### src/include/lpif_settings.svh
// Link widths and userbit positions for the LPIF-over-AIB link; include before the package
`ifndef LPIF_SETTINGS_SVH
`define LPIF_SETTINGS_SVH

// LPIF flit field widths
`define LPIF_DATA_W     256
`define LPIF_CRC_W      16
// state + protid + data + dvalid + crc + crc_valid + valid
`define LPIF_FLIT_W     281

// PHY channel geometry
`define PHY_W           80
`define PHY_CH          4
// Everything except strobe and marker
`define PHY_PAYLOAD_W   78

// Userbit positions inside every channel word
`define STB_BIT         1
`define MRK_BIT         79

// Online delay programming width
`define DELAY_W         8

`endif

### src/source/lpif_pkg.sv
// Flit and PHY channel word types shared by the link datapath; referenced by scoped name
`default_nettype none

`include "lpif_settings.svh"

package lpif_pkg;

  //////////////////////////////////////////////////////////////////////
  // LPIF flit, MSB first

  // 281 bits total
  typedef struct packed {
    logic [3:0]              state;
    logic [1:0]              protid;
    logic [`LPIF_DATA_W-1:0] data;
    logic                    dvalid;
    logic [`LPIF_CRC_W-1:0]  crc;
    logic                    crc_valid;
    logic                    valid;
  } flit_t;

  //////////////////////////////////////////////////////////////////////
  // PHY side

  // One 80-bit channel word, strobe on bit 1, marker on bit 79
  typedef logic [`PHY_W-1:0] phy_word_t;

  // Four 78-bit payloads back to back
  // Channel n owns bits 78n .. 78n+77
  // Flit in the low 281 bits, top 31 bits zero
  typedef logic [`PHY_CH*`PHY_PAYLOAD_W-1:0] stripe_t;

endpackage

`default_nettype wire

### src/source/lpif_link_ctrl.sv
// Online delay sequencing and strobe/marker userbit gating; one instance in the link top level
`default_nettype none

`include "lpif_settings.svh"

module lpif_link_ctrl (
  input  logic                clk_wr,
  input  logic                rst_n,
  input  logic                tx_online,
  input  logic                rx_online,
  input  logic                tx_stb_userbit,
  input  logic                tx_mrk_userbit,
  input  logic [`DELAY_W-1:0] delay_x_value,
  input  logic [`DELAY_W-1:0] delay_xz_value,
  input  logic [`DELAY_W-1:0] delay_yz_value,
  output logic                tx_online_delay,
  output logic                rx_online_delay,
  output logic                tx_auto_stb_userbit,
  output logic                tx_auto_mrk_userbit
);

  typedef enum logic [1:0] {
    TX_IDLE   = 2'd0,
    TX_XZ     = 2'd1,
    TX_YZ     = 2'd2,
    TX_ONLINE = 2'd3
  } tx_state_t;

  tx_state_t           tx_state;
  tx_state_t           tx_state_nxt;
  tx_state_t           yz_entry_state;
  logic [`DELAY_W-1:0] tx_cnt;
  logic [`DELAY_W-1:0] tx_cnt_nxt;
  logic [`DELAY_W-1:0] yz_entry_cnt;
  logic                sync_en;
  logic [`DELAY_W-1:0] rx_cnt;

  //////////////////////////////////////////////////////////////////////
  // TX sequencing

  // Entry into the yz window, skipped straight to online on zero delay
  always_comb begin
    if (delay_yz_value == '0) begin
      yz_entry_state = TX_ONLINE;
      yz_entry_cnt   = '0;
    end else begin
      yz_entry_state = TX_YZ;
      yz_entry_cnt   = delay_yz_value - 1'b1;
    end
  end

  always_comb begin
    tx_state_nxt = tx_state;
    tx_cnt_nxt   = tx_cnt;
    case (tx_state)
      TX_IDLE: begin
        if (tx_online) begin
          // Zero xz delay opens the userbit window right away
          if (delay_xz_value == '0) begin
            tx_state_nxt = yz_entry_state;
            tx_cnt_nxt   = yz_entry_cnt;
          end else begin
            tx_state_nxt = TX_XZ;
            tx_cnt_nxt   = delay_xz_value - 1'b1;
          end
        end
      end
      TX_XZ: begin
        if (tx_cnt == '0) begin
          tx_state_nxt = yz_entry_state;
          tx_cnt_nxt   = yz_entry_cnt;
        end else begin
          tx_cnt_nxt = tx_cnt - 1'b1;
        end
      end
      TX_YZ: begin
        if (tx_cnt == '0) begin
          tx_state_nxt = TX_ONLINE;
        end else begin
          tx_cnt_nxt = tx_cnt - 1'b1;
        end
      end
      default: begin
        tx_state_nxt = TX_ONLINE;
      end
    endcase
    // Loss of tx_online wins from any state
    if (!tx_online) begin
      tx_state_nxt = TX_IDLE;
      tx_cnt_nxt   = '0;
    end
  end

  always_ff @(posedge clk_wr or negedge rst_n) begin
    if (!rst_n) begin
      tx_state <= TX_IDLE;
      tx_cnt   <= '0;
    end else begin
      tx_state <= tx_state_nxt;
      tx_cnt   <= tx_cnt_nxt;
    end
  end

  // Strobe and marker enables persist through the yz wait and online
  assign sync_en             = (tx_state == TX_YZ) || (tx_state == TX_ONLINE);
  assign tx_online_delay     = (tx_state == TX_ONLINE);
  assign tx_auto_stb_userbit = tx_stb_userbit & sync_en;
  assign tx_auto_mrk_userbit = tx_mrk_userbit & sync_en;

  //////////////////////////////////////////////////////////////////////
  // RX online delay

  // Up-counter compared against delay_x, holds once online
  always_ff @(posedge clk_wr or negedge rst_n) begin
    if (!rst_n) begin
      rx_cnt          <= '0;
      rx_online_delay <= 1'b0;
    end else if (!rx_online) begin
      rx_cnt          <= '0;
      rx_online_delay <= 1'b0;
    end else if (!rx_online_delay) begin
      if (rx_cnt == delay_x_value) begin
        rx_online_delay <= 1'b1;
      end else begin
        rx_cnt <= rx_cnt + 1'b1;
      end
    end
  end

endmodule

`default_nettype wire

### src/source/lpif_flit_pack.sv
// Upstream LPIF fields into a flit, plus the transmitted valid flit counter; used by the link top
`default_nettype none

`include "lpif_settings.svh"

module lpif_flit_pack (
  input  logic                    clk_wr,
  input  logic                    rst_n,
  input  logic                    tx_online_delay,
  input  logic [3:0]              ustrm_state,
  input  logic [1:0]              ustrm_protid,
  input  logic [`LPIF_DATA_W-1:0] ustrm_data,
  input  logic                    ustrm_dvalid,
  input  logic [`LPIF_CRC_W-1:0]  ustrm_crc,
  input  logic                    ustrm_crc_valid,
  input  logic                    ustrm_valid,
  output lpif_pkg::flit_t         tx_flit,
  output logic [31:0]             tx_upstream_debug_status
);

  //////////////////////////////////////////////////////////////////////
  // Flit assembly

  // Pure field placement, no state
  always_comb begin
    tx_flit.state     = ustrm_state;
    tx_flit.protid    = ustrm_protid;
    tx_flit.data      = ustrm_data;
    tx_flit.dvalid    = ustrm_dvalid;
    tx_flit.crc       = ustrm_crc;
    tx_flit.crc_valid = ustrm_crc_valid;
    tx_flit.valid     = ustrm_valid;
  end

  //////////////////////////////////////////////////////////////////////
  // Debug status

  // Flits that actually leave on the link
  // Offline flits are replaced by zero payload in lane_tx
  always_ff @(posedge clk_wr or negedge rst_n) begin
    if (!rst_n) begin
      tx_upstream_debug_status <= '0;
    end else if (ustrm_valid && tx_online_delay) begin
      // Wraps at 2^32
      tx_upstream_debug_status <= tx_upstream_debug_status + 32'd1;
    end
  end

endmodule

`default_nettype wire

### src/source/lpif_flit_unpack.sv
// Received flit into downstream LPIF fields with the rx online gate; used by the link top
`default_nettype none

`include "lpif_settings.svh"

module lpif_flit_unpack (
  input  logic                    clk_wr,
  input  logic                    rst_n,
  input  logic                    rx_online_delay,
  input  lpif_pkg::flit_t         rx_flit,
  output logic [3:0]              dstrm_state,
  output logic [1:0]              dstrm_protid,
  output logic [`LPIF_DATA_W-1:0] dstrm_data,
  output logic                    dstrm_dvalid,
  output logic [`LPIF_CRC_W-1:0]  dstrm_crc,
  output logic                    dstrm_crc_valid,
  output logic                    dstrm_valid,
  output logic [31:0]             rx_downstream_debug_status
);

  //////////////////////////////////////////////////////////////////////
  // Field split

  // Payload fields pass through regardless of link state
  assign dstrm_state  = rx_flit.state;
  assign dstrm_protid = rx_flit.protid;
  assign dstrm_data   = rx_flit.data;
  assign dstrm_crc    = rx_flit.crc;

  // Qualifiers held low until rx side is online
  assign dstrm_dvalid    = rx_flit.dvalid    & rx_online_delay;
  assign dstrm_crc_valid = rx_flit.crc_valid & rx_online_delay;
  assign dstrm_valid     = rx_flit.valid     & rx_online_delay;

  //////////////////////////////////////////////////////////////////////
  // Debug status

  // Counts delivered flits only, i.e. after the gate
  always_ff @(posedge clk_wr or negedge rst_n) begin
    if (!rst_n) begin
      rx_downstream_debug_status <= '0;
    end else if (dstrm_valid) begin
      rx_downstream_debug_status <= rx_downstream_debug_status + 32'd1;
    end
  end

endmodule

`default_nettype wire

### src/source/lpif_lane_tx.sv
// Flit striped over the four transmit channel words with strobe and marker; used by the link top
`default_nettype none

`include "lpif_settings.svh"

module lpif_lane_tx (
  input  logic                clk_wr,
  input  logic                rst_n,
  input  logic                tx_online_delay,
  input  logic                tx_auto_stb_userbit,
  input  logic                tx_auto_mrk_userbit,
  input  lpif_pkg::flit_t     tx_flit,
  output lpif_pkg::phy_word_t tx_phy0,
  output lpif_pkg::phy_word_t tx_phy1,
  output lpif_pkg::phy_word_t tx_phy2,
  output lpif_pkg::phy_word_t tx_phy3
);

  localparam int STRIPE_W = $bits(lpif_pkg::stripe_t);

  lpif_pkg::stripe_t   stripe;
  lpif_pkg::phy_word_t word_q [`PHY_CH];

  // Payload on bit 0 and bits 2..78, userbits in their fixed slots
  function automatic lpif_pkg::phy_word_t build_word(
    input logic [`PHY_PAYLOAD_W-1:0] payload,
    input logic                      stb,
    input logic                      mrk
  );
    lpif_pkg::phy_word_t w;
    w                         = '0;
    w[0]                      = payload[0];
    w[`MRK_BIT-1:`STB_BIT+1]  = payload[`PHY_PAYLOAD_W-1:1];
    w[`STB_BIT]               = stb;
    w[`MRK_BIT]               = mrk;
    return w;
  endfunction

  //////////////////////////////////////////////////////////////////////
  // Stripe and channel registers

  // Zero-extend flit to the full stripe, blank while offline
  assign stripe = tx_online_delay ?
                  {{(STRIPE_W-`LPIF_FLIT_W){1'b0}}, tx_flit} : '0;

  always_ff @(posedge clk_wr or negedge rst_n) begin
    if (!rst_n) begin
      for (int n = 0; n < `PHY_CH; n++) begin
        word_q[n] <= '0;
      end
    end else begin
      // Userbits keep following ctrl even with blank payload
      for (int n = 0; n < `PHY_CH; n++) begin
        word_q[n] <= build_word(stripe[n*`PHY_PAYLOAD_W +: `PHY_PAYLOAD_W],
                                tx_auto_stb_userbit, tx_auto_mrk_userbit);
      end
    end
  end

  assign tx_phy0 = word_q[0];
  assign tx_phy1 = word_q[1];
  assign tx_phy2 = word_q[2];
  assign tx_phy3 = word_q[3];

endmodule

`default_nettype wire

### src/source/lpif_lane_rx.sv
// Four receive channel words reassembled into a flit with userbits removed; used by the link top
`default_nettype none

`include "lpif_settings.svh"

module lpif_lane_rx (
  input  logic                clk_wr,
  input  logic                rst_n,
  input  lpif_pkg::phy_word_t rx_phy0,
  input  lpif_pkg::phy_word_t rx_phy1,
  input  lpif_pkg::phy_word_t rx_phy2,
  input  lpif_pkg::phy_word_t rx_phy3,
  output lpif_pkg::flit_t     rx_flit
);

  lpif_pkg::stripe_t stripe;

  // Inverse of the tx word build, strobe and marker dropped
  function automatic logic [`PHY_PAYLOAD_W-1:0] strip_word(
    input lpif_pkg::phy_word_t w
  );
    return {w[`MRK_BIT-1:`STB_BIT+1], w[0]};
  endfunction

  //////////////////////////////////////////////////////////////////////
  // Reassembly

  // Channel 0 in the low bits
  assign stripe = {strip_word(rx_phy3),
                   strip_word(rx_phy2),
                   strip_word(rx_phy1),
                   strip_word(rx_phy0)};

  // Upper stripe bits are padding and never reach the flit
  always_ff @(posedge clk_wr or negedge rst_n) begin
    if (!rst_n) begin
      rx_flit <= '0;
    end else begin
      rx_flit <= lpif_pkg::flit_t'(stripe[`LPIF_FLIT_W-1:0]);
    end
  end

endmodule

`default_nettype wire

### src/source/lpif_link_top.sv
// LPIF-over-AIB slave logic link top level; instantiate as the DUT with PHY channels on the outside
`default_nettype none

`include "lpif_settings.svh"

module lpif_link_top (
  input  logic                    clk_wr,
  input  logic                    rst_n,

  // Link control
  input  logic                    tx_online,
  input  logic                    rx_online,

  // PHY channels
  output lpif_pkg::phy_word_t     tx_phy0,
  input  lpif_pkg::phy_word_t     rx_phy0,
  output lpif_pkg::phy_word_t     tx_phy1,
  input  lpif_pkg::phy_word_t     rx_phy1,
  output lpif_pkg::phy_word_t     tx_phy2,
  input  lpif_pkg::phy_word_t     rx_phy2,
  output lpif_pkg::phy_word_t     tx_phy3,
  input  lpif_pkg::phy_word_t     rx_phy3,

  // Downstream LPIF
  output logic [3:0]              dstrm_state,
  output logic [1:0]              dstrm_protid,
  output logic [`LPIF_DATA_W-1:0] dstrm_data,
  output logic                    dstrm_dvalid,
  output logic [`LPIF_CRC_W-1:0]  dstrm_crc,
  output logic                    dstrm_crc_valid,
  output logic                    dstrm_valid,

  // Upstream LPIF
  input  logic [3:0]              ustrm_state,
  input  logic [1:0]              ustrm_protid,
  input  logic [`LPIF_DATA_W-1:0] ustrm_data,
  input  logic                    ustrm_dvalid,
  input  logic [`LPIF_CRC_W-1:0]  ustrm_crc,
  input  logic                    ustrm_crc_valid,
  input  logic                    ustrm_valid,

  // Debug
  output logic [31:0]             rx_downstream_debug_status,
  output logic [31:0]             tx_upstream_debug_status,

  // Userbits and delay programming
  input  logic                    tx_mrk_userbit,
  input  logic                    tx_stb_userbit,
  input  logic [`DELAY_W-1:0]     delay_x_value,
  input  logic [`DELAY_W-1:0]     delay_xz_value,
  input  logic [`DELAY_W-1:0]     delay_yz_value
);

  lpif_pkg::flit_t tx_flit;
  lpif_pkg::flit_t rx_flit;
  logic            tx_online_delay;
  logic            rx_online_delay;
  logic            tx_auto_stb_userbit;
  logic            tx_auto_mrk_userbit;

  //////////////////////////////////////////////////////////////////////
  // Online sequencing

  lpif_link_ctrl ctrl_i (
    .clk_wr              (clk_wr),
    .rst_n               (rst_n),
    .tx_online           (tx_online),
    .rx_online           (rx_online),
    .tx_stb_userbit      (tx_stb_userbit),
    .tx_mrk_userbit      (tx_mrk_userbit),
    .delay_x_value       (delay_x_value),
    .delay_xz_value      (delay_xz_value),
    .delay_yz_value      (delay_yz_value),
    .tx_online_delay     (tx_online_delay),
    .rx_online_delay     (rx_online_delay),
    .tx_auto_stb_userbit (tx_auto_stb_userbit),
    .tx_auto_mrk_userbit (tx_auto_mrk_userbit)
  );

  //////////////////////////////////////////////////////////////////////
  // Upstream path, one register stage

  lpif_flit_pack pack_i (
    .clk_wr                   (clk_wr),
    .rst_n                    (rst_n),
    .tx_online_delay          (tx_online_delay),
    .ustrm_state              (ustrm_state),
    .ustrm_protid             (ustrm_protid),
    .ustrm_data               (ustrm_data),
    .ustrm_dvalid             (ustrm_dvalid),
    .ustrm_crc                (ustrm_crc),
    .ustrm_crc_valid          (ustrm_crc_valid),
    .ustrm_valid              (ustrm_valid),
    .tx_flit                  (tx_flit),
    .tx_upstream_debug_status (tx_upstream_debug_status)
  );

  lpif_lane_tx lane_tx_i (
    .clk_wr              (clk_wr),
    .rst_n               (rst_n),
    .tx_online_delay     (tx_online_delay),
    .tx_auto_stb_userbit (tx_auto_stb_userbit),
    .tx_auto_mrk_userbit (tx_auto_mrk_userbit),
    .tx_flit             (tx_flit),
    .tx_phy0             (tx_phy0),
    .tx_phy1             (tx_phy1),
    .tx_phy2             (tx_phy2),
    .tx_phy3             (tx_phy3)
  );

  //////////////////////////////////////////////////////////////////////
  // Downstream path, one register stage

  lpif_lane_rx lane_rx_i (
    .clk_wr  (clk_wr),
    .rst_n   (rst_n),
    .rx_phy0 (rx_phy0),
    .rx_phy1 (rx_phy1),
    .rx_phy2 (rx_phy2),
    .rx_phy3 (rx_phy3),
    .rx_flit (rx_flit)
  );

  lpif_flit_unpack unpack_i (
    .clk_wr                     (clk_wr),
    .rst_n                      (rst_n),
    .rx_online_delay            (rx_online_delay),
    .rx_flit                    (rx_flit),
    .dstrm_state                (dstrm_state),
    .dstrm_protid               (dstrm_protid),
    .dstrm_data                 (dstrm_data),
    .dstrm_dvalid               (dstrm_dvalid),
    .dstrm_crc                  (dstrm_crc),
    .dstrm_crc_valid            (dstrm_crc_valid),
    .dstrm_valid                (dstrm_valid),
    .rx_downstream_debug_status (rx_downstream_debug_status)
  );

endmodule

`default_nettype wire

### config.mk
export PLATFORM = sky130hd
export DESIGN_NAME = lpif_link_top
export DESIGN_NICKNAME = d
export VERILOG_FILES = /design/src/source/lpif_pkg.sv /design/src/source/lpif_link_ctrl.sv /design/src/source/lpif_flit_pack.sv /design/src/source/lpif_flit_unpack.sv /design/src/source/lpif_lane_tx.sv /design/src/source/lpif_lane_rx.sv /design/src/source/lpif_link_top.sv
export VERILOG_INCLUDE_DIRS = /design/src /design/src/include
export SDC_FILE = /design/constraint.sdc
export NUM_CORES = 1
export LEC_CHECK = 0
export BUFFER_PORTS_ARGS = -buffer_cell sky130_fd_sc_hd__buf_4
export CAP_MARGIN = 20
export CORE_AREA = 2 2 504 506
export CTS_CLUSTER_SIZE = 10
export DETAILED_ROUTE_END_ITERATION = 10
export DIE_AREA = 0 0 506 508
export REMOVE_ABC_BUFFERS = 1
export SLEW_MARGIN = 10
export SYNTH_ARGS = -nofsm -noshare
export SYNTH_HDL_FRONTEND = slang
export SYNTH_SLANG_ARGS = --single-unit
export TNS_END_PERCENT = 1
### constraint.sdc
create_clock -name clk_wr -period 4.1 [get_ports clk_wr]
set_input_delay 0.205 -clock clk_wr [delete_from_list [all_inputs] [get_ports clk_wr]]
set_output_delay 0.205 -clock clk_wr [all_outputs]
set_load 0.05 [all_outputs]
=== Word-level counts from Yosys, hierarchy flattened ===
Index checks and enable logic that the tools add are counted.

* Register bits after elaboration: 684
* Bits of input ports: 631
* Output and inout port bits: 665
* Logic and storage cells: 66

* Add/subtract/negate cells: 6
* Eq/ne operators: 10
* Muxes and demuxes: 19
* Bitwise logic cells: 5
* Reduce and logical (&&, ||, !) cells: 9

{| class="wikitable"
|+ Operator list
! kind !! number
|-
| $mux W281 || 1
|-
| $add A32 B1 Y32 const B || 2
|-
| $mux W8 || 8
|-
| $logic_not A8 Y1 || 3
|-
| $pmux W8 S3 || 1
|-
| $sub A8 B1 Y8 const B || 3
|-
| $add A8 B1 Y8 const B || 1
|-
| $eq A8 B8 Y1 || 1
|-
| $mux W2 || 4
|-
| $ne A3 B2 Y1 const B || 2
|-
| $pmux W2 S3 || 1
|-
| $reduce_and A2 Y1 || 3
|-
| $and A1 B1 Y1 || 5
|-
| $eq A2 B2 Y1 const B || 2
|-
| $mux W1 || 4
|-
| $ne A2 B2 Y1 const B || 2
|-
| $ne A4 B1 Y1 const B || 1
|-
| $ne A3 B3 Y1 const B || 1
|-
| $eq A2 B1 Y1 const B || 1
|-
| $logic_not A2 Y1 || 1
|-
| $logic_and A1 B1 Y1 || 1
|-
| $logic_or A1 B1 Y1 || 1
|}

=== Logic depth before layout (Yosys ltp) ===
Gate-level depths: netlist of the first run.

* Word-level depth: 5
* Gate-level depth with buffers: 8
* Mapped depth without buffers: 7

=== Modules after synthesis ===
From an unflattened synthesis of the first run, not the netlist that was laid out.

* Cells, all modules: 1968
* Area total of the unflattened synthesis: 25388.1 µm²

{| class="wikitable"
|+ Modules (own cells, without submodules)
! module !! instances !! cells each !! area an instance (µm²)
|-
| lpif_lane_tx || 1 || 633 || 9349.0
|-
| lpif_lane_rx || 1 || 281 || 7031.7
|-
| lpif_flit_unpack || 1 || 413 || 3585.9
|-
| lpif_flit_pack || 1 || 408 || 3564.7
|-
| lpif_link_ctrl || 1 || 233 || 1856.8
|}

=== Least setup slack after synthesis of the first run ===
Ideal clock, no wire load.

* Path type: flip-flop to flip-flop
* From: reg pack_i.tx_upstream_debug_status[11]
* To: reg pack_i.tx_upstream_debug_status[28]
* Library setup time: 0.141 ns
* Arrival time: 1.976 ns
* Path slack: 1.984 ns
* Stages on the path, launching flop included: 6
* Path buffers: 0
* Clock period less this slack: 2.116 ns
* Path through: dfrtp_1 and4_1 nand4_1 nor4_2 nand4_1 xnor2_1

* Longest elaborated chain between the ends: 1

{| class="wikitable"
|+ Ends and longest elaborated chain
! item !! line !! source
|-
| start, declared || lpif_flit_pack.sv:18 || <nowiki>output logic [31:0] tx_upstream_debug_status</nowiki>
|-
| start signal, assigned || lpif_flit_pack.sv:45 || <nowiki>tx_upstream_debug_status <= tx_upstream_debug_status + 32'd1;</nowiki>
|-
| $add A32 B1 Y32 || lpif_flit_pack.sv:45 ||
|}

Every way passes these cells.
A chain may end at the register's enable or synchronous reset.

=== Worst setup path after layout of the first run ===
* From: in delay_xz_value[0]
* To: reg ctrl_i.tx_cnt[0]

* Longest elaborated chain between the ends: 4
* Elaborated cells between the ends (all ways): 5
* Classes of those cells: 1 x add/sub; 3 x mux; 1 x reduce/logical

{| class="wikitable"
|+ Ends and longest elaborated chain
! item !! line !! source
|-
| start, declared || lpif_link_top.sv:50 || <nowiki>input logic [`DELAY_W-1:0] delay_xz_value,</nowiki>
|-
| $sub A8 B1 Y8 / $logic_not A8 Y1 (equally long branches) || lpif_link_ctrl.sv:64, lpif_link_ctrl.sv:59 ||
|-
| $mux W8 * || lpif_link_ctrl.sv:59 || <nowiki>if (delay_xz_value == '0) begin</nowiki>
|-
| $pmux W8 S3 * || lpif_link_ctrl.sv:55 || <nowiki>case (tx_state)</nowiki>
|-
| $mux W8 * || lpif_link_ctrl.sv:88 || <nowiki>if (!tx_online) begin</nowiki>
|-
| end signal, assigned || lpif_link_ctrl.sv:100 || <nowiki>tx_cnt <= tx_cnt_nxt;</nowiki>
|-
| end, declared || lpif_link_ctrl.sv:32 || <nowiki>logic [`DELAY_W-1:0] tx_cnt;</nowiki>
|}

Every way passes the cells marked *; elsewhere a longest branch is shown, timed or not.

==> impl_metrics.yaml, run 1 <==
sta:
  tightest_slew_ps: 1189
  fin_crit_ps: 3071
  final_hold_viol_count: 0
  max_freq_mhz: 325.6
  finClkSkew_ps: 48.03
  relSlewSlack_pct: 20.43
  fin_crit_sh_pct: 74.91
  hold-worst-slack_ps: 112.9
  drv_slew: 0
  setup_viol: 0
  rsz0062_at_grt: "false"
logic_synthesis:
  ys_types: 54
  syn-cell-area_um2: 22930
  synth_compound_area_share_pct: 1.615
  yosysSeqAreaShare_pct: 70.60
  synth-seq-cells: 647
  synthAdderAreaFrac_pct: 0.7093
  ys.flop_type: "dfrtp_1"
  synth-simple-area-share_pct: 12.22
  ys_warn_count: 0
  syn_avg_cell_area_um2: 14.01
  async_reset_ff_share_pct: 100.0
  synth_top_family_by_area: "simple AND/OR/NAND/NOR gates"
  synth_xor_area_share_pct: 3.208
  syn_inst: 1637
  synth_edf_count: 0
  synthMuxAreaShare_pct: 0.4474
clock_network:
  clockRootBuffer: "clkbuf_16"
  cts_buffer_depth: 3
  clock-sinks: 647
  h-tree-depth: 3
  cts_made_buffers: 87
  insertion_delay_ps: 740
  postCtsSetupBuffers: 0
  cts-resized-gates: 0
  cts.reportedPaths.clkPinSlew_ps: 60
  cts_tree: "yes"
final_layout:
  fillers: 27710
  layout_commonest_cell: "buf_4"
  area_growth_pct: 88.10
  drive_gt1_share_pct: 42.59
  most-common-layout-cells: "buf_4, dfrtp_1, dlygate4sd3_1"
  multiInputGateArea_um2: 4313
  ff_latch_area_um2: 16190
  nNetsFinal: 3882
  final_area_um2: 43140
worst_setup_path:
  critPathBufInv: 5
  required_ps: 4720
  crit_cells: 11
  crit_path_end: "ctrl_i.tx_cnt[0]"
  critPathTopFamily: "buffers and inverters"
  reg2reg_depth: 8
  worstPathArrival_ps: 3690
  endpoint_kind: "register"
  crit_path_frequent_cell: "dlygate4sd3_1"
  worstSetupPathType: "in2reg"
  slowest_delay_ps: 550
  slowest_stage: "dlygate4sd3_1"
  worstPathCellList: "dlygate4sd3_1 -> buf_4 -> inv_1 -> ha_1 -> nor2b_1 -> and3b_1 -> nor2_1 -> a211o_1 -> dlygate4sd3_1 -> a32o_1 -> dlygate4sd3_1"
  worstPathMaxFanout: 11
  r2r-end: "ctrl_i.tx_cnt[0]"
  rr_startpoint: "ctrl_i.tx_cnt[0]"
  start_kind: "input pin"
  cp-startpoint: "delay_xz_value[0]"
  r2r_setup_slack_ps: 1140
worst_hold_path:
  hold_start: "delay_xz_value[2]"
  hold_class: "in2reg"
floorplanning:
  rows: 185
  die_area_um2: 257000
  fp.dieW_um: 506
  start_util_pct: 9.090
  coreArea_um2: 252300
  die_y_um: 508
  boundaryPins: 1296
routing:
  routed_via_density: 2.841
  drtIter0Drc: 930
  ant_nets: 0
  num_vias: 19060
  drtPass1Iterations: 5
  wl_um: 168000
  drc: 0
  wl_per_cell_um: 25.04
placement:
  port_buffers: 1225
  place_hpwl_um: 141900
  place_area_um2: 34320
  place.gp.congestion: 0.9179
job:
  drv_cap: 0
global_routing:
  grt_pass1_wl_um: 210100
  globalRouteTotalUtil_pct: 12.60
  antenna_found_initial: 185
  grt_pass1_vias: 20570
  overflow: 0
  grt_max_degree: 136
power_and_ir_drop:
  leakage_nw: 20.22
  total_power_mw: 21.18
  power_density_nw_per_um2: 491.0
  ir_worst_vdd_mv: 0.3172
run_status:
  outcome: "complete, no violations"
## worst min-delay path by stage
| stage | endpoint | depth (start not counted) |
|---|---|---|
| floorplan | ctrl_i.rx_cnt[0] | 0 |
| global placement | lane_tx_i.tx_phy0[45] | 1 |
| detailed placement | lane_rx_i.rx_flit[273] | 1 |
| CTS | ctrl_i.tx_cnt[2] | 5 |
| global route | lane_rx_i.rx_flit[190] | 2 |
| finish | ctrl_i.tx_cnt[2] | 5 |
## synth_stat cells, drive strengths merged (9+ instances only)
cell    number  area share [%]
dfrtp      647              71
buf        317              10
and2       288             7.9
xnor2       51             1.9
clkbuf      36            0.59
xor2        33             1.3
nand2       32            0.52
nand3       28            0.61
nor2        23            0.38
nand4       22            0.60
nor3        16            0.35
inv         15            0.25
ha          13            0.71
nand2b      11            0.31
nor4        10            0.35
and4         9            0.34
## layer usage
metal  global-route usage [%]  vias to the layer above  routed length (um)
li1                         -                     8132                   -
met1                    12.26                     9244               55380
met2                    22.57                     1189               84750
met3                    6.186                      394               19570
met4                    5.240                       98                7646
met5                        0                        -                 621
## metrics by stage
step	TNS, ps	utilization [%]	cells	setup slack (ps)
floorplan	-21600	-	1314	-951.6
global placement	0	13.60	5936	1150
detailed placement	0	13.60	5936	1179
CTS	0	17.04	6653	1126
global route	0	17.07	6685	894.1
finish	0	17.10	6709	1029
## worst register-to-register path, cell delays in order, from the launching register on
cell and delay (ps):
dfrtp_1 420, inv_1 100, ha_1 190, nor3b_1 480
nand3_1 470, o32a_1 470, nand2_1 70, a32o_1 160
dlygate4sd3_1 550
## kinds of logic (layout without fill, tap and decap cells)
group,Yosys count,in the layout
AOI/OAI and AO/OA,47,47
other,1,87
and+or+nand+nor,467,467
muxes,10,10
xor gates and xnor gates,84,84
buffers and inverters,368,1988
adders and majority gates,13,13
DFF,647,647
## report_power, final
group	internal [mW]	total (mW)	switching (mW)
Combinational	1.96	6.05	4.09
Clock	4.57	7.85	3.28
Sequential	6.99	7.27	0.288
Total	13.5	21.2	7.66
## registers in the layout, indices dropped and copies added (netlist names), 32 cells and up
name,cells
unpack_i.rx_downstream_debug_status,32
lane_tx_i.tx_phy2,79
lane_tx_i.tx_phy0,78
lane_tx_i.tx_phy1,78
lane_tx_i.tx_phy3,48
lane_rx_i.rx_flit,281
pack_i.tx_upstream_debug_status,32
## area by class of cell
class	count	area share (%)
timing repair buffer	1835	35.57
clock inverter	31	1.247
multi-input combinational	652	9.998
tap	3366	9.763
clock buffer	107	5.430
antenna	56	0.3249
inverter	15	0.1305
sequential	647	37.53
## what timing repair did
action / 4_1_cts / 5_1_grt
setup endpoints to repair: 0 / 0
hold endpoints to repair: 664 / 0
hold buffers: 579 / 0
(Power assumes the default switching activity.)
==> run 2, diff against run 1 <==
--- a/config.mk
+++ b/config.mk
@@ -8,10 +8,10 @@
 export LEC_CHECK = 0
 export BUFFER_PORTS_ARGS = -buffer_cell sky130_fd_sc_hd__buf_4
 export CAP_MARGIN = 20
-export CORE_AREA = 2 2 504 506
+export CORE_AREA = 2 2 511 513
 export CTS_CLUSTER_SIZE = 10
 export DETAILED_ROUTE_END_ITERATION = 10
-export DIE_AREA = 0 0 506 508
+export DIE_AREA = 0 0 513 515
 export REMOVE_ABC_BUFFERS = 1
 export SLEW_MARGIN = 10
 export SYNTH_ARGS = -nofsm -noshare
==> constraint.sdc (replaced) <==
create_clock -name clk_wr -period 3.1 [get_ports clk_wr]
set_input_delay 0.155 -clock clk_wr [delete_from_list [all_inputs] [get_ports clk_wr]]
set_output_delay 0.155 -clock clk_wr [all_outputs]
set_load 0.05 [all_outputs]
==> impl_metrics.yaml, run 2 (synthesis results as in run 1) <==
sta:
  relSlewSlack_pct: 31.75
  tns_ps: 0
  finClkSkew_ps: 55.66
  rsz0062_at_grt: "false"
  max_freq_mhz: 334.0
  final_hold_viol_count: 0
  setup_viol: 0
  tightest_slew_ps: 1024
  drv_slew: 0
  fin_crit_ps: 2994
  fin_crit_sh_pct: 96.57
  hold-worst-slack_ps: 65.05
clock_network:
  clockRootBuffer: "clkbuf_16"
  cts_buffer_depth: 4
  insertion_delay_ps: 820
  cts_tree: "yes"
  cts_made_buffers: 92
  cts.reportedPaths.clkPinSlew_ps: 60
  clock-sinks: 647
  h-tree-depth: 3
  postCtsSetupBuffers: 0
routing:
  drtPass1Iterations: 7
  drtIter0Drc: 714
  wl_per_cell_um: 25.06
  ant_nets: 0
  drc: 0
  routed_via_density: 2.881
  wl_um: 175100
  num_vias: 20140
run_status:
  outcome: "complete, no violations"
worst_setup_path:
  r2r-end: "ctrl_i.tx_cnt[5]"
  worstSetupPathType: "in2reg"
  start_kind: "input pin"
  worstPathMaxFanout: 7
  reg2reg_depth: 7
  worstPathArrival_ps: 3670
  cp-startpoint: "delay_yz_value[4]"
  endpoint_kind: "register"
  critPathBufInv: 5
  rr_startpoint: "ctrl_i.tx_state[0]"
  critPathTopFamily: "buffers and inverters"
  slowest_stage: "dlygate4sd3_1"
  slowest_delay_ps: 590
  crit_path_frequent_cell: "dlygate4sd3_1"
  r2r_setup_slack_ps: 270
  required_ps: 3780
  worstPathCellList: "dlygate4sd3_1 -> buf_4 -> nor3_1 -> dlygate4sd3_1 -> and2_1 -> nor2_1 -> a211o_1 -> dlygate4sd3_1 -> a32o_1 -> dlygate4sd3_1"
power_and_ir_drop:
  power_density_nw_per_um2: 628.6
  leakage_nw: 21.15
  ir_worst_vdd_mv: 0.4376
global_routing:
  grt_use_met2_pct: 21.88
  top_usage_layer: "met2"
  grt_pass1_vias: 21710
  overflow: 0
  use_met3_pct: 6.920
  grt_max_degree: 177
  met1_usage_pct: 12.53
  globalRouteTotalUtil_pct: 12.82
  antenna_found_initial: 236
  grt_pass1_wl_um: 219700
floorplanning:
  die_y_um: 515
  coreArea_um2: 258500
  rows: 187
  die_area_um2: 264200
  fp.dieW_um: 513
  start_util_pct: 8.870
  boundaryPins: 1296
final_layout:
  most-common-layout-cells: "buf_4, dlygate4sd3_1, dfrtp_1"
  nNetsFinal: 4099
  regMostFlops: "lane_rx_i.rx_flit"
  area_growth_pct: 97.84
  multiInputGateArea_um2: 4310
  drive_gt1_share_pct: 40.08
  largest_reg_flops: 281
  fillers: 28140
  layout_commonest_cell: "buf_4"
  ff_latch_area_um2: 16190
worst_hold_path:
  whs_path_depth: 2
  worstHoldEndpoint: "lane_rx_i.rx_flit[185]"
  hold_start: "rx_phy2[30]"
  hold_class: "in2reg"
placement:
  place.gp.congestion: 0.8636
  port_buffers: 1225
  place_hpwl_um: 146100
job:
  drv_cap: 0
==> run 2: worst max-delay path by stage <==
stage                                                endpoint  slack, ps  cells past startpoint
after global placement                       ctrl_i.tx_cnt[2]        870                      7
after CTS                                    ctrl_i.tx_cnt[5]        130                      7
final                                        ctrl_i.tx_cnt[0]        110                     10
after floorplan           pack_i.tx_upstream_debug_status[22]      -1950                      6
after detailed placement                     ctrl_i.tx_cnt[2]        830                      7
after global routing                         ctrl_i.tx_cnt[5]         10                      9
==> run 2: repair_timing <==
item / in CTS / in global routing
endpoints found under the setup margin: 0 / 3
hold buffers: 792 / 0
hold endpoints to repair: 802 / 0
gates resized for setup: 0 / 3
==> run 2: through the flow <==
stage | util [%] | setup slack [ps] | cell area (um^2) | std cells | power (mW)
6_report | 17.55 | 106.4 | 45370 | 6989 | 28.52
2_1_floorplan | - | -1952 | 20540 | 1314 | 13.58
3_5_place_dp | 13.28 | 826.4 | 34320 | 5971 | 17.22
3_3_place_gp | 13.28 | 867.5 | 34320 | 5971 | 17.19
4_1_cts | 17.46 | 127.4 | 45150 | 6905 | 29.25
5_1_grt | 17.51 | 12.65 | 45260 | 6945 | 29.85
==> run 2: layout make-up <==
type,count,share of cell area (%)
Timing Repair Buffer,2047,38.47
Sequential cell,647,35.68
Multi-Input combinational cell,652,9.500
Tap cell,3402,9.382
Clock buffer,111,5.386
Clock inverter,31,0.9900
Antenna cell,84,0.4633
Inverter,15,0.1241
==> run 2: routing by layer <==
| layer | vias to the layer above | wire (um) | part of all wire (%) |
|---|---|---|---|
| li1 | 8635 | - | - |
| met5 | - | 868 | 0.50 |
| met2 | 1217 | 83350 | 48 |
| met1 | 9665 | 58720 | 34 |
| met4 | 134 | 10340 | 5.9 |
| met3 | 487 | 21870 | 12 |
==> run 2: report_power, final <==
group	switching, mW	leakage, nW	internal [mW]
Sequential	0.412	8.30	9.24
Combinational	5.51	11.4	2.85
Clock	4.28	1.42	6.23
Total	10.2	21.1	18.3
==> run 3, diff against run 2 <==
--- a/config.mk
+++ b/config.mk
@@ -7,14 +7,14 @@
 export NUM_CORES = 1
 export LEC_CHECK = 0
 export BUFFER_PORTS_ARGS = -buffer_cell sky130_fd_sc_hd__buf_4
-export CAP_MARGIN = 20
-export CORE_AREA = 2 2 511 513
+export CORE_AREA = 2 2 510 512
 export CTS_CLUSTER_SIZE = 10
 export DETAILED_ROUTE_END_ITERATION = 10
-export DIE_AREA = 0 0 513 515
+export DIE_AREA = 0 0 512 514
 export REMOVE_ABC_BUFFERS = 1
 export SLEW_MARGIN = 10
 export SYNTH_ARGS = -nofsm -noshare
 export SYNTH_HDL_FRONTEND = slang
+export SYNTH_HIERARCHICAL = 1
 export SYNTH_SLANG_ARGS = --single-unit
 export TNS_END_PERCENT = 1
==> impl_metrics.yaml, run 3 <==
logic_synthesis:
  synth_compound_area_share_pct: 1.651
  synth_edf_count: 0
  synth_xor_area_share_pct: 2.858
  syn_avg_cell_area_um2: 12.90
  yosys-top-cells-area: "dfrtp_1, buf_4, and2_1, xnor2_1, xor2_1"
  ys.flop_type: "dfrtp_1"
  synth.most_common_cell: "dfrtp_1"
  synthAdderAreaFrac_pct: 0.5914
  yosysSeqAreaShare_pct: 63.77
  synth-simple-area-share_pct: 11.74
  ys_warn_count: 6
  synth_top_family_by_area: "buffers and inverters"
  synth-seq-cells: 647
  synth_top_area_share_pct: 63.77
  synthTopCellsByCount: "dfrtp_1, buf_4, and2_1"
  synthMuxAreaShare_pct: 0.3302
  async_reset_ff_share_pct: 100.0
  syn-cell-area_um2: 25390
  yosysTopAreaCell: "dfrtp_1"
  syn_inst: 1968
  ys_types: 65
sta:
  drv_slew: 0
  fin_crit_ps: 3039
  fin_crit_sh_pct: 98.05
  tns_ps: 0
  final_hold_viol_count: 0
  max_freq_mhz: 329.0
  setup_viol: 0
  rsz0062_at_grt: "false"
  finClkSkew_ps: 24.58
  tightest_slew_ps: 794.1
  relSlewSlack_pct: 47.06
clock_network:
  h-tree-depth: 3
  cts.reportedPaths.clkPinSlew_ps: 60
  cts_buffer_depth: 3
  clock-sinks: 647
  cts_made_buffers: 88
  postCtsSetupBuffers: 0
  clockRootBuffer: "clkbuf_16"
  insertion_delay_ps: 720
  cts_tree: "yes"
worst_setup_path:
  critPathTopFamily: "buffers and inverters"
  critPathBufInv: 4
  endpoint_kind: "register"
  worstSetupPathType: "in2reg"
  worstPathArrival_ps: 3640
  slowest_delay_ps: 610
  start_kind: "input pin"
  slowest_stage: "dlygate4sd3_1"
  required_ps: 3700
  worstPathCellList: "dlygate4sd3_1 -> buf_4 -> or4_4 -> or4b_4 -> a2111oi_0 -> dlygate4sd3_1 -> o41ai_1 -> dlygate4sd3_1"
  worstPathMaxFanout: 7
  crit_path_frequent_cell: "dlygate4sd3_1"
routing:
  drtIter0Drc: 1070
  drc: 0
  routed_via_density: 2.935
  ant_nets: 0
  num_vias: 20050
  wl_um: 185700
  drtPass1Iterations: 5
  wl_per_cell_um: 27.18
floorplanning:
  boundaryPins: 1296
  rows: 187
  start_util_pct: 9.838
  die_y_um: 514
  die_area_um2: 263200
  fp.dieW_um: 512
  coreArea_um2: 258100
final_layout:
  layout_commonest_cell: "buf_4"
  area_growth_pct: 71.36
  drive_gt1_share_pct: 42.03
  regMostFlops: "lane_rx_i/rx_flit"
  largest_reg_flops: 281
  fillers: 28400
  nNetsFinal: 3930
  most-common-layout-cells: "buf_4, dfrtp_1, dlygate4sd3_1"
power_and_ir_drop:
  total_power_mw: 28.17
  leakage_nw: 20.36
  power_density_nw_per_um2: 647.5
  ir_worst_vdd_mv: 0.4125
global_routing:
  overflow: 0
  grt_pass1_wl_um: 232300
  grt_max_degree: 129
  grt_pass1_vias: 21540
  globalRouteTotalUtil_pct: 13.73
  antenna_found_initial: 297
placement:
  place_hpwl_um: 160800
  place.gp.congestion: 0.9019
  port_buffers: 1225
run_status:
  outcome: "complete, no violations"
job:
  drv_cap: 0
worst_hold_path:
  hold_class: "in2reg"
==> run 3: cell count changes after synthesis, moves of 9 or more <==
| cell | delta |
|---|---|
| buf_4 | +281 |
| clkbuf_1 | -29 |
| nor2_1 | +14 |
| buf_6 | +12 |
| clkbuf_2 | +10 |
| o21ai_0 | +10 |
| buf_2 | +9 |
| nand2_1 | +9 |
| nor3_1 | +9 |
==> run 3: power by group <==
part	switching (mW)	leakage [nW]	internal, mW	total [mW]
clock network	4.26	1.38	6.08	10.3
logic	5.57	10.7	2.64	8.21
registers	0.392	8.30	9.23	9.63
total	10.2	20.4	18.0	28.2
==> run 3: kinds of logic after synthesis <==
group,after synthesis
AOI/OAI and AO/OA,60
and+or+nand+nor,500
adders and majority gates,12
xor gates and xnor gates,82
DFF,647
buffers and inverters,658
muxes,8
other,1
==> run 3: path summary, 6_finish.rpt <==
kind                                                               from                                       to  slack [ps]  depth (start not counted)
min in group asynchronous                                         rst_n                     lane_tx_i/tx_phy3[4]         500                          3
worst min register to register  unpack_i/rx_downstream_debug_status[31]  unpack_i/rx_downstream_debug_status[31]         480                          1
worst max register to register                       ctrl_i/tx_state[0]                         ctrl_i/tx_cnt[3]         300                          6
max in group asynchronous                                         rst_n                    lane_tx_i/tx_phy2[53]        1500                          4
worst min-delay path                                        rx_phy2[44]                   lane_rx_i/rx_flit[199]          90                          2
worst max-delay path                                  delay_xz_value[2]                         ctrl_i/tx_cnt[4]          60                          8
==> run 3: routing by layer <==
| metal | up-vias | part of all wire [%] | GRT usage (%) |
|---|---|---|---|
| met2 | 1386 | 48 | 23.75 |
| met5 | - | 0.48 | 0 |
| met4 | 136 | 5.6 | 6.001 |
| met3 | 543 | 12 | 7.332 |
| met1 | 9596 | 34 | 13.56 |
| li1 | 8391 | - | - |
==> run 3: per-stage QoR <==
step                      cells  worst slack, ps  hold slack, ps  area (um^2)  utilization (%)
after floorplan            1361            -1861          -140.6        20740                -
after global placement     6006            849.6           160.9        34450            13.35
after detailed placement   6006            844.4           153.1        34450            13.35
after CTS                  6740            59.44           5.090        43270            16.77
after global routing       6784            16.01           43.32        43390            16.81
final                      6832            60.57           93.36        43510            16.86
==> run 3: cell type report <==
type | instances | area [um^2] | area share [%]
tap | 3402 | 4257 | 9.784
sequential | 647 | 16190 | 37.21
multi-input combinational | 693 | 4492 | 10.32
clock buffer | 105 | 2369 | 5.444
inverter | 21 | 78.83 | 0.1812
timing repair buffer | 1836 | 15390 | 35.39
clock inverter | 36 | 494.2 | 1.136
antenna | 92 | 230.2 | 0.5292
==> run 3: what timing repair did <==
action                     in CTS  in global routing
hold buffers                  593                  0
hold endpoints to repair      992                  0
setup endpoints to repair       0                  3
gates resized for setup         0                  2
